**src/source/irf_types_pkg.sv**
```systemverilog
/*
  Widths, typedefs and the window controller state type for the register file slice.
  Imported by every RTL stage and by the testbench.
*/
`default_nettype none

package irf_types_pkg;

  // The core runs two hardware threads, each with one live entry
  localparam int NUM_THREADS = 2;
  localparam int THREAD_W = $clog2(NUM_THREADS);

  // Architectural data word and the SEC-DED check byte that guards it
  localparam int WORD_W = 64;
  localparam int CHECK_W = 8;
  localparam int ENTRY_W = WORD_W + CHECK_W;

  typedef logic [WORD_W-1:0] word_t;
  typedef logic [CHECK_W-1:0] check_t;

  // Stored entry with the check bits in the high byte and data below
  typedef logic [ENTRY_W-1:0] entry_t;

  // The thread number is also the top bit of every window store address
  typedef logic [THREAD_W-1:0] thread_t;

  // A switch walks through save then restore before going idle again
  typedef enum logic [1:0] {
    WIN_IDLE,
    WIN_SAVING,
    WIN_RESTORING
  } win_ctl_state_t;

endpackage

`default_nettype wire

```
**src/source/irf_ecc_pkg.sv**
```systemverilog
/*
  The (72,64) SEC-DED code used on every stored register entry.
  Data bits take the non power of two Hamming positions 3 to 71, check bits 0 to 6 the
  power of two positions, and check bit 7 is overall parity of the whole entry.
*/
`default_nettype none

package irf_ecc_pkg;

  import irf_types_pkg::*;

  // Number of Hamming check bits and so the width of an error position
  localparam int ECC_POS_W = CHECK_W - 1;

  typedef logic [WORD_W-1:0][ECC_POS_W-1:0] ecc_cols_t;
  typedef logic [ECC_POS_W-1:0][WORD_W-1:0] ecc_masks_t;

  // Hamming position of each data bit, skipping the powers of two
  function automatic ecc_cols_t ecc_col_table();
    ecc_cols_t cols;
    int bit_idx;
    cols = '0;
    bit_idx = 0;
    for (int pos = 1; pos < ENTRY_W; pos++) begin
      if ((pos & (pos - 1)) != 0) begin
        cols[bit_idx] = ECC_POS_W'(pos);
        bit_idx++;
      end
    end
    return cols;
  endfunction

  localparam ecc_cols_t ECC_COLS = ecc_col_table();

  // Check bit j covers every data bit whose position has bit j set
  function automatic ecc_masks_t ecc_mask_table();
    ecc_masks_t masks;
    masks = '0;
    for (int j = 0; j < ECC_POS_W; j++) begin
      for (int i = 0; i < WORD_W; i++) begin
        masks[j][i] = ECC_COLS[i][j];
      end
    end
    return masks;
  endfunction

  localparam ecc_masks_t ECC_MASKS = ecc_mask_table();

  // Check byte for a data word, so that the full entry has even parity
  function automatic check_t ecc_encode(input word_t data);
    check_t chk;
    chk = '0;
    for (int j = 0; j < ECC_POS_W; j++) begin
      chk[j] = ^(data & ECC_MASKS[j]);
    end
    chk[CHECK_W-1] = (^data) ^ (^chk[ECC_POS_W-1:0]);
    return chk;
  endfunction

  // Low bits give the failing Hamming position and the top bit is odd overall parity
  function automatic check_t ecc_syndrome(input entry_t entry);
    check_t calc;
    check_t syn;
    calc = ecc_encode(entry[WORD_W-1:0]);
    syn[ECC_POS_W-1:0] = entry[WORD_W +: ECC_POS_W] ^ calc[ECC_POS_W-1:0];
    syn[CHECK_W-1] = ^entry;
    return syn;
  endfunction

endpackage

`default_nettype wire

```
**src/source/irf_ecc_check.sv**
```systemverilog
/*
  Read stage of the slice. Checks the selected entry, repairs a single bit error in
  the data and registers the word with its corrected and uncorrectable flags.
*/
`default_nettype none
`timescale 1ns/1ps

module irf_ecc_check
  import irf_types_pkg::*, irf_ecc_pkg::*;
(
  input  logic   clk,
  input  logic   reset_l,
  input  entry_t sel_entry,
  output word_t  rd_data,
  output logic   rd_corrected,
  output logic   rd_uncorrectable
);

  check_t syn;
  logic   single_err;
  logic   double_err;
  word_t  fixed_data;

  assign syn = ecc_syndrome(sel_entry);

  // Odd overall parity points to one flipped bit, even parity with a
  // nonzero syndrome means two
  assign single_err = (syn != '0) && syn[CHECK_W-1];
  assign double_err = (syn != '0) && !syn[CHECK_W-1];

  // Flip the data bit whose Hamming position the syndrome names
  // A hit on a check bit leaves the data alone
  always_comb begin
    fixed_data = sel_entry[WORD_W-1:0];
    for (int i = 0; i < WORD_W; i++) begin
      if (single_err && (syn[ECC_POS_W-1:0] == ECC_COLS[i])) begin
        fixed_data[i] = !fixed_data[i];
      end
    end
  end

  // On a double error the raw data goes out with the flag set
  always_ff @(posedge clk) begin
    if (!reset_l) begin
      rd_data <= '0;
      rd_corrected <= 1'b0;
      rd_uncorrectable <= 1'b0;
    end else begin
      rd_data <= fixed_data;
      rd_corrected <= single_err;
      rd_uncorrectable <= double_err;
    end
  end

endmodule

`default_nettype wire

```
**src/source/irf_ecc_encode.sv**
```systemverilog
/*
  Write stage of the slice. Registers one thread write per cycle, appends the SEC-DED
  check byte and optionally corrupts low bits so the read stage can be exercised.
*/
`default_nettype none
`timescale 1ns/1ps

module irf_ecc_encode
  import irf_types_pkg::*, irf_ecc_pkg::*;
(
  input  logic                   clk,
  input  logic                   reset_l,
  input  logic                   wr_en,
  input  thread_t                wr_thread,
  input  word_t                  wr_data,
  input  logic [1:0]             inject_err,
  output logic [NUM_THREADS-1:0] wrens,
  output entry_t                 wr_data0,
  output entry_t                 wr_data1
);

  word_t      data_q;
  logic [1:0] inject_q;
  entry_t     flip_mask;
  entry_t     entry;

  // One enable per thread, decoded from the write thread number
  always_ff @(posedge clk) begin
    if (!reset_l) begin
      wrens <= '0;
    end else begin
      for (int t = 0; t < NUM_THREADS; t++) begin
        wrens[t] <= wr_en && (wr_thread == thread_t'(t));
      end
    end
  end

  // Payload only moves when a write is presented
  always_ff @(posedge clk) begin
    if (wr_en) begin
      data_q <= wr_data;
      inject_q <= inject_err;
    end
  end

  // 01 hits stored bit 0 alone and makes a single error
  // 10 also hits bit 1, which makes a double error
  always_comb begin
    flip_mask = '0;
    flip_mask[0] = (inject_q != 2'b00);
    flip_mask[1] = inject_q[1];
  end

  assign entry = {ecc_encode(data_q), data_q} ^ flip_mask;

  // Every thread sees the same entry and the enables pick who takes it
  assign wr_data0 = entry;
  assign wr_data1 = entry;

endmodule

`default_nettype wire

```
**src/source/irf_register.sv**
```systemverilog
/*
  Register cell of the slice. Holds the live entry of each thread plus a window store
  with a saved copy per thread and window. A save strobe copies a thread entry into
  the store one cycle later, a restore strobe reloads the thread from the store.
*/
`default_nettype none
`timescale 1ns/1ps

module irf_register
  import irf_types_pkg::*;
#(
  parameter  int NUM_WINDOWS = 8,
  localparam int WIN_W       = $clog2(NUM_WINDOWS),
  localparam int ADDR_W      = THREAD_W + WIN_W
) (
  input  logic                   clk,
  input  logic                   reset_l,
  input  logic [NUM_THREADS-1:0] wrens,
  input  logic                   save,
  input  logic [ADDR_W-1:0]      save_addr,
  input  logic                   restore,
  input  logic [ADDR_W-1:0]      restore_addr,
  input  entry_t                 wr_data0,
  input  entry_t                 wr_data1,
  input  thread_t                rd_thread,
  output entry_t                 sel_entry
);

  entry_t            win_store [NUM_THREADS*NUM_WINDOWS];
  entry_t            thread_q  [NUM_THREADS];
  entry_t            wr_bus    [NUM_THREADS];
  logic              save_d;
  logic [ADDR_W-1:0] save_addr_q;
  logic [ADDR_W-1:0] save_slot;
  logic [ADDR_W-1:0] restore_slot;
  thread_t           restore_thread;
  entry_t            save_data;
  entry_t            restore_data;
  logic              reload;

  // Flat store index in thread major order so any window count packs tightly
  function automatic logic [ADDR_W-1:0] slot_of(input logic [ADDR_W-1:0] addr);
    return ADDR_W'(addr[ADDR_W-1 -: THREAD_W]) * ADDR_W'(NUM_WINDOWS)
         + ADDR_W'(addr[WIN_W-1:0]);
  endfunction

  assign wr_bus[0] = wr_data0;
  assign wr_bus[1] = wr_data1;

  // The save is carried one cycle so the store captures the settled thread entry
  always_ff @(posedge clk) begin
    if (!reset_l) begin
      save_d <= 1'b0;
    end else begin
      save_d <= save;
    end
  end

  always_ff @(posedge clk) begin
    save_addr_q <= save_addr;
  end

  assign save_slot = slot_of(save_addr_q);
  assign save_data = thread_q[save_addr_q[ADDR_W-1 -: THREAD_W]];

  // Store write lands on the falling edge half a cycle before the restore reads it
  always_ff @(negedge clk) begin
    if (save_d) begin
      win_store[save_slot] <= save_data;
    end
  end

  // The controller holds restore_addr for the whole strobe, so it indexes directly
  assign restore_slot = slot_of(restore_addr);
  assign restore_thread = restore_addr[ADDR_W-1 -: THREAD_W];
  assign restore_data = win_store[restore_slot];

  // Same slot on both sides means the live entry already matches the store
  assign reload = restore && (save_addr_q != restore_addr);

  // Restore wins over a write to the same thread
  always_ff @(posedge clk) begin
    if (!reset_l) begin
      for (int t = 0; t < NUM_THREADS; t++) begin
        thread_q[t] <= '0;
      end
    end else begin
      for (int t = 0; t < NUM_THREADS; t++) begin
        if (reload && (restore_thread == thread_t'(t))) begin
          thread_q[t] <= restore_data;
        end else if (wrens[t]) begin
          thread_q[t] <= wr_bus[t];
        end
      end
    end
  end

  // Single read port steered by the thread number
  assign sel_entry = thread_q[rd_thread];

endmodule

`default_nettype wire

```
**src/source/irf_slice.sv**
```systemverilog
/*
  Top of the register file slice. Chains the write stage, the window controller,
  the register cell and the read stage, and sets the window count for all of them.
*/
`default_nettype none
`timescale 1ns/1ps

module irf_slice
  import irf_types_pkg::*;
#(
  parameter  int NUM_WINDOWS = 8,
  localparam int WIN_W       = $clog2(NUM_WINDOWS),
  localparam int ADDR_W      = THREAD_W + WIN_W
) (
  input  logic             clk,
  input  logic             reset_l,
  input  logic             wr_en,
  input  thread_t          wr_thread,
  input  word_t            wr_data,
  input  logic [1:0]       inject_err,
  input  logic             switch_req,
  input  thread_t          switch_thread,
  input  logic [WIN_W-1:0] switch_old_win,
  input  logic [WIN_W-1:0] switch_new_win,
  output logic             switch_busy,
  input  thread_t          rd_thread,
  output word_t            rd_data,
  output logic             rd_corrected,
  output logic             rd_uncorrectable
);

  logic [NUM_THREADS-1:0] wrens;
  entry_t                 wr_data0;
  entry_t                 wr_data1;
  logic                   save;
  logic                   restore;
  logic [ADDR_W-1:0]      save_addr;
  logic [ADDR_W-1:0]      restore_addr;
  entry_t                 sel_entry;

  irf_ecc_encode u_encode (
    .clk        (clk),
    .reset_l    (reset_l),
    .wr_en      (wr_en),
    .wr_thread  (wr_thread),
    .wr_data    (wr_data),
    .inject_err (inject_err),
    .wrens      (wrens),
    .wr_data0   (wr_data0),
    .wr_data1   (wr_data1)
  );

  irf_window_ctl #(.NUM_WINDOWS(NUM_WINDOWS)) u_window_ctl (
    .clk            (clk),
    .reset_l        (reset_l),
    .switch_req     (switch_req),
    .switch_thread  (switch_thread),
    .switch_old_win (switch_old_win),
    .switch_new_win (switch_new_win),
    .switch_busy    (switch_busy),
    .save           (save),
    .restore        (restore),
    .save_addr      (save_addr),
    .restore_addr   (restore_addr)
  );

  irf_register #(.NUM_WINDOWS(NUM_WINDOWS)) u_register (
    .clk          (clk),
    .reset_l      (reset_l),
    .wrens        (wrens),
    .save         (save),
    .save_addr    (save_addr),
    .restore      (restore),
    .restore_addr (restore_addr),
    .wr_data0     (wr_data0),
    .wr_data1     (wr_data1),
    .rd_thread    (rd_thread),
    .sel_entry    (sel_entry)
  );

  irf_ecc_check u_check (
    .clk              (clk),
    .reset_l          (reset_l),
    .sel_entry        (sel_entry),
    .rd_data          (rd_data),
    .rd_corrected     (rd_corrected),
    .rd_uncorrectable (rd_uncorrectable)
  );

endmodule

`default_nettype wire

```
**src/source/irf_window_ctl.sv**
```systemverilog
/*
  Window switch sequencer. Accepts a switch request while idle and turns it into one
  save strobe followed by one restore strobe, with thread and window addresses.
*/
`default_nettype none
`timescale 1ns/1ps

module irf_window_ctl
  import irf_types_pkg::*;
#(
  parameter  int NUM_WINDOWS = 8,
  localparam int WIN_W       = $clog2(NUM_WINDOWS),
  localparam int ADDR_W      = THREAD_W + WIN_W
) (
  input  logic              clk,
  input  logic              reset_l,
  input  logic              switch_req,
  input  thread_t           switch_thread,
  input  logic [WIN_W-1:0]  switch_old_win,
  input  logic [WIN_W-1:0]  switch_new_win,
  output logic              switch_busy,
  output logic              save,
  output logic              restore,
  output logic [ADDR_W-1:0] save_addr,
  output logic [ADDR_W-1:0] restore_addr
);

  win_ctl_state_t   state;
  win_ctl_state_t   state_next;
  logic             accept;
  thread_t          thread_q;
  logic [WIN_W-1:0] old_win_q;
  logic [WIN_W-1:0] new_win_q;

  // Requests that arrive mid switch are simply dropped
  assign accept = (state == WIN_IDLE) && switch_req;

  always_comb begin
    state_next = state;
    case (state)
      WIN_IDLE: begin
        if (switch_req) begin
          state_next = WIN_SAVING;
        end
      end
      WIN_SAVING:    state_next = WIN_RESTORING;
      WIN_RESTORING: state_next = WIN_IDLE;
      default:       state_next = WIN_IDLE;
    endcase
  end

  always_ff @(posedge clk) begin
    if (!reset_l) begin
      state <= WIN_IDLE;
    end else begin
      state <= state_next;
    end
  end

  // Request fields stay put until the next accepted switch
  always_ff @(posedge clk) begin
    if (accept) begin
      thread_q <= switch_thread;
      old_win_q <= switch_old_win;
      new_win_q <= switch_new_win;
    end
  end

  assign switch_busy = (state != WIN_IDLE);
  assign save = (state == WIN_SAVING);
  assign restore = (state == WIN_RESTORING);

  // Thread number sits above the window number in both addresses
  assign save_addr = {thread_q, old_win_q};
  assign restore_addr = {thread_q, new_win_q};

endmodule

`default_nettype wire

```
**config.mk**
```make
export PLATFORM = sky130hd
export DESIGN_NAME = irf_slice
export DESIGN_NICKNAME = d
export VERILOG_FILES = /design/src/source/irf_types_pkg.sv /design/src/source/irf_ecc_pkg.sv /design/src/source/irf_ecc_check.sv /design/src/source/irf_ecc_encode.sv /design/src/source/irf_register.sv /design/src/source/irf_slice.sv /design/src/source/irf_window_ctl.sv
export SDC_FILE = /design/constraint.sdc
export NUM_CORES = 2
export LEC_CHECK = 0
export BUFFER_PORTS_ARGS = -buffer_cell sky130_fd_sc_hd__buf_2
export CAP_MARGIN = 20
export CORE_AREA = 2 2 352 354
export CTS_BUF_LIST = sky130_fd_sc_hd__clkbuf_4
export DETAILED_ROUTE_END_ITERATION = 12
export DIE_AREA = 0 0 354 356
export PLACE_DENSITY = 0.76
export SETUP_SLACK_MARGIN = 0.15
export SYNTH_ARGS = -nofsm -noshare
export SYNTH_HDL_FRONTEND = slang
export SYNTH_SLANG_ARGS = --single-unit
```
**constraint.sdc**
```tcl
create_clock -name clk -period 12.4 [get_ports clk]
set_input_delay 1.24 -clock clk [delete_from_list [all_inputs] [get_ports clk]]
set_output_delay 1.24 -clock clk [all_outputs]
set_load 0.01 [all_outputs]
```
* Yosys cells after proc, flatten, opt, wreduce, memory -nomap -nowiden *
Memories as Yosys holds them, arrays and structs flattened. A register that Yosys moved wholly into a read port is not among the register bits.
Cells that the tools add are included.

operators by class
  reduce and logical (&&, ||, !) cells = 158
  eq/ne operators = 68
  add/subtract/negate cells = 2
  muxes and demuxes = 87
  bitwise gates (word level) = 9

operators by type and width
  kind                                            number
  parity 64 bit                                   15
  two-way mux 72 bit                              4
  == test 7 x 6 -> 1 bit (second input constant)  31
  == test 7 x 5 -> 1 bit (second input constant)  15
  two-way mux 1 bit                               81
  logical AND 1 bit                               72
  parity 72 bit                                   1
  bitwise XOR 72 x 2 -> 72 bit                    1
  zero test 1 bit                                 65
  == test 7 x 4 -> 1 bit (second input constant)  7
  == test 7 bit (second input constant)           7
  == test 7 x 3 -> 1 bit (second input constant)  3
  adder 4 x 3 -> 4 bit                            2
  nonzero test 8 bit                              1
  == test 7 x 2 -> 1 bit (second input constant)  1
  parity 7 bit                                    1
  bitwise XOR 7 bit                               1
  inequality test 4 bit                           1
  OR 1 bit                                        4
  one-hot mux 2 bit (2 select lines)              1
  nonzero test 2 bit                              2
  == test 2 x 1 -> 1 bit (second input constant)  1
  == test 2 bit (second input constant)           1
  zero test 2 bit                                 1
  4 further kinds                                 5

storage, ports and cells
  logic and storage cells = 338
  register bits after elaboration = 148
  RAM bits = 1296
  input port bits = 79
  memories = 2
  output and inout port bits = 67

memory list
  name                  words  width  read ports  clocked after memory_dff  wr ports  line                source
  u_register.win_store  16     72     1           0                         1         irf_register.sv:29  entry_t win_store [NUM_THREADS*NUM_WINDOWS];
  u_register.thread_q   2      72     2           1                         2         irf_register.sv:30  entry_t thread_q [NUM_THREADS];

* Longest topological paths before layout *
  word-level depth = 8
  gate-level depth with buffers = 15
  mapped depth without buffers = 9

* Hierarchy *
A second synthesis with hierarchy kept.

unflattened totals
  cell total of the unflattened synthesis = 3082
  area total of the unflattened synthesis = 60087.6 µm²

by module, submodules not included
  module          area an instance (µm²)  times used  seq. area each (µm²)  cells each
  irf_register    50830.0                 1           39017.4               2282
  irf_ecc_check   4575.6                  1           1321.3                459
  irf_ecc_encode  4362.9                  1           2021.9                324
  irf_window_ctl  319.1                   1           250.2                 17

==> results.txt <==
The logs give 0.06334 mm2 for the post-place instance area and 0 for the count of maximum capacitance violations. The clock passes through at most 4 buffers. The highest ir drop seen on vdd was 0.0007563 V; the source-to-sink clock delay at the later pin of the worst-skew pair was 1300 ps. The kind of cell adding the most delay to the critical path was buffers and inverters. The most used flip-flop cell after synthesis is edfxtp_1. After filler insertion, the fill cell instance count of the layout stands at 9035. The netlist uses 49 different library cells.

The floorplan die area was 0.1260 mm2. Number of I/O port buffers: 145. The signal on the critical path passes through buf_4 -> nand2b_1 -> nor2_4 -> buf_4 -> buf_4.

Data arrives at the worst endpoint at 4320 ps. The initial detailed-routing violation count was 4950; the area of the core region was 0.1227 mm2. Sorting the synthesized cells by how often they occur yields 1369 x edfxtp_1, 360 x mux4_2, 327 x nand2_1. Setup violations remaining at the end of the flow were counted as 0.

The worst-margin pin slew was 1209 ps; the aggregate negative setup slack was 0 ps. Wires add up to 167800 um. After synthesis the cells add up to 0.06071 mm2. The critical path runs through a total of 5 cells.

The starting density of the core came out at 0.4950. The largest stage delay on the critical path came out at 760 ps. The type of the worst setup path was flip-flop to flip-flop. The via count of the first global-routing pass was 40580; the number of nets in the layout was 4933.

Setup repair after global routing left no endpoint under its margin. The worst hold path stage count came out at 1. The area growth from synthesis to layout works out to 19.92%.

The number of buffers and inverters on the critical path is 3. The DRC violation count after routing came out at 0. The run finished with clean final reports. In this run the worst path has a maximum fanout of 57. Detailed placement ended at an HPWL of 96900 um. The global placer's final weighted congestion was 0.9211; the proportion of register bits with asynchronous set or reset after synthesis was 0. The logs give 0.04261 mm2 for the sequential cell area and 173.2 ps for the worst clock skew. With fillers left out, the area of the finished cells amounts to 0.07281 mm2. The power density normalized to cell area works out to 196.7 mW/mm2.

Initial antenna violation count: 6. Sequential cell area fraction in the yosys report: 0.7018. In this run the core area contains 129 standard-cell rows. The first detailed-routing pass took 8 iterations.

For the number of buffers created by CTS, the log shows 390. Depth of the most critical reg-to-reg path: 5. The clock tree synthesis step divided the H-tree into 5 levels.

STA classifies the critical path startpoint as a flip-flop. Once detail routing completed, the nets flagged for antenna violations numbered 0. The run gives 4896 as the number of placed cells counting well taps.

For the combined global-route utilization of all metal layers, the log shows 0.2662. The critical path's most frequent cell is buf_4. Data on the critical path is required at its endpoint by 6940 ps.

Clock tree root driver cell: clkbuf_4. The tools report the area taken by multi-input logic gates as 0.01743 mm2. The synthesized design contains 1444 register bits.

The slowest stage of the critical path belongs to the cell buf_4. The max-slew headroom at the worst pin is 0.1943. The path class of the tightest hold or removal check is input pin to flip-flop. The first global-routing pass estimated 243800 um of wire.

TritonCTS built the clock tree. By instance count, the leading cell after synthesis is edfxtp_1. After clock tree synthesis, the clock-pin slew on the worst setup and hold paths is 70 ps. Using the TritonRoute via totals, the vias-per-cell ratio works out to 5.661. The die outline height was 356 um.

Entering global routing, the biggest net connects 143 pins. STA classifies the critical path endpoint as a flip-flop. Yosys mapped a number of flops with a built-in enable equal to 1369. The cell taking the most area after synthesis was edfxtp_1. The logs give 2630 ps for the worst setup slack for register-to-register paths and 3325 for the net count after synthesis. The run gives 0 as the count of endpoints failing hold in the final timing report. The final-report max-slew violation count is 0, and the mean area per synthesized cell is 18.70 um2.

Yosys attributes the largest share of cell area to edfxtp_1 68%, mux4_2 13%, dfxtp_1 2.5%, mux2_2 2.2%, xnor2_1 2.2%. The fraction of post-synthesis cell area in the top cell type by area works out to 0.6771. The die is 354 um wide.

The ratio of cells with drive above 1 in the final layout works out to 0.2507. The analysis attributes to cell leakage a power of 30.00 nW. 146 I/O pins were placed.

The sum of overflow across all layers after global routing came out at 0. In the final routed layout, each cell accounts on average for 24.77 um. Counting every sink on the clock net gives 1444. The Yosys step of the flow raised 0 warnings.

The finished layout holds 6774 standard cells, fillers aside. The detailed router placed 38350 vias in this run. The number of setup buffers added after CTS is 0. The number of instances in the synthesized netlist is 3246.
## worst reg2reg max path, cell delays in order (launching register included)
cell	delay, ps
dfxtp_4	490
buf_4	450
nand2b_1	520
nor2_4	310
buf_4	490
buf_4	810
## area by class of cell
cell class / count / area share
Multi-Input combinational cell: 1610 / 0.2394
Clock buffer: 430 / 0.04434
Timing Repair Buffer: 252 / 0.02408
Tap cell: 1637 / 0.02813
Antenna cell: 7 / 0.0002406
Sequential cell: 1444 / 0.5853
Clock inverter: 1390 / 0.07824
Inverter: 4 / 0.0002749
## per-stage QoR
| step | util | worst slack (ps) | hold WS, ps | total power, mW |
|---|---|---|---|---|
| after detailed placement | 0.5164 | 2713 | 446.9 | 9.343 |
| final | 0.5936 | 2626 | 142.3 | 14.32 |
| after global placement | 0.5164 | 2792 | 446.7 | 9.300 |
| after floorplan | - | -255.2 | 323.3 | 8.605 |
| after global routing | 0.5935 | 2545 | 90.48 | 15.07 |
| after CTS | 0.5933 | 2596 | 4.108 | 14.35 |
## registers in the layout (all words and copies together), names as in the netlist, 2 cells and up
register,cells
u_register.save_addr_q,4
u_register.win_store,1152
u_window_ctl.new_win_q,3
u_encode.wrens,2
u_register.thread_q,144
u_encode.data_q,64
u_check.rd_data,64
u_window_ctl.old_win_q,3
u_encode.inject_q,2
u_window_ctl.state,2
## path summary, 6_finish.rpt
| check | startpoint | end |
|---|---|---|
| min | wr_data[57] | u_encode.data_q[57] |
| max reg2reg | u_register.save_addr_q[3] | u_register.win_store[5][28] |
| max | u_register.save_addr_q[3] | u_register.win_store[5][28] |
| min reg2reg | u_window_ctl.old_win_q[1] | u_register.save_addr_q[1] |
## report_power, final
group	switching (mW)	internal (mW)	total, mW
clock network	2.97	2.49	5.47
logic	2.19	0.961	3.15
registers	0.148	5.56	5.71
total	5.31	9.01	14.3
## layout by cell type, fill, tap and decap left out, drive strengths merged
master / count
o2111ai: 1
nand3b: 4
nor3: 10
dfxtp: 75
bufinv: 18
nor4: 61
a21oi: 76
clkinvlp: 40
edfxtp: 1369
clkinv: 35
and3b: 1
o311a: 1
o21ai: 71
nor3b: 3
and3: 1
dlygate4sd3: 51
diode: 7
o31a: 4
o41ai: 8
mux4: 360
nand3: 2
nor2: 50
nand2b: 11
nand2: 328
inv: 1301
mux2i: 118
xnor3: 34
mux2: 122
xor3: 2
or2: 37
or3b: 2
a21o: 1
o22ai: 5
and2: 20
buf: 201
xnor2: 160
xor2: 116
clkbuf: 430
o21ba: 1
## timing repair
item	CTS	global route
hold endpoints to repair	51	0
gates resized for setup	0	0
hold buffers	51	0
endpoints found under the setup margin	0	0
## cell families after synthesis
kind of cell,synth area share
buf+inv,0.01352
xor+xnor,0.05420
compound gates,0.01509
mux,0.1761
simple gates,0.03930
flops,0.7018
## per-layer routing
layer | track usage | vias up | part of all wire
met4 | 0.1383 | 0 | 0.029
met3 | 0.1013 | 380 | 0.13
met2 | 0.3998 | 2548 | 0.47
li1 | - | 16300 | -
met5 | 0 | - | 0
met1 | 0.3390 | 19130 | 0.37
No activity file was read; power rests on OpenSTA's default activity.
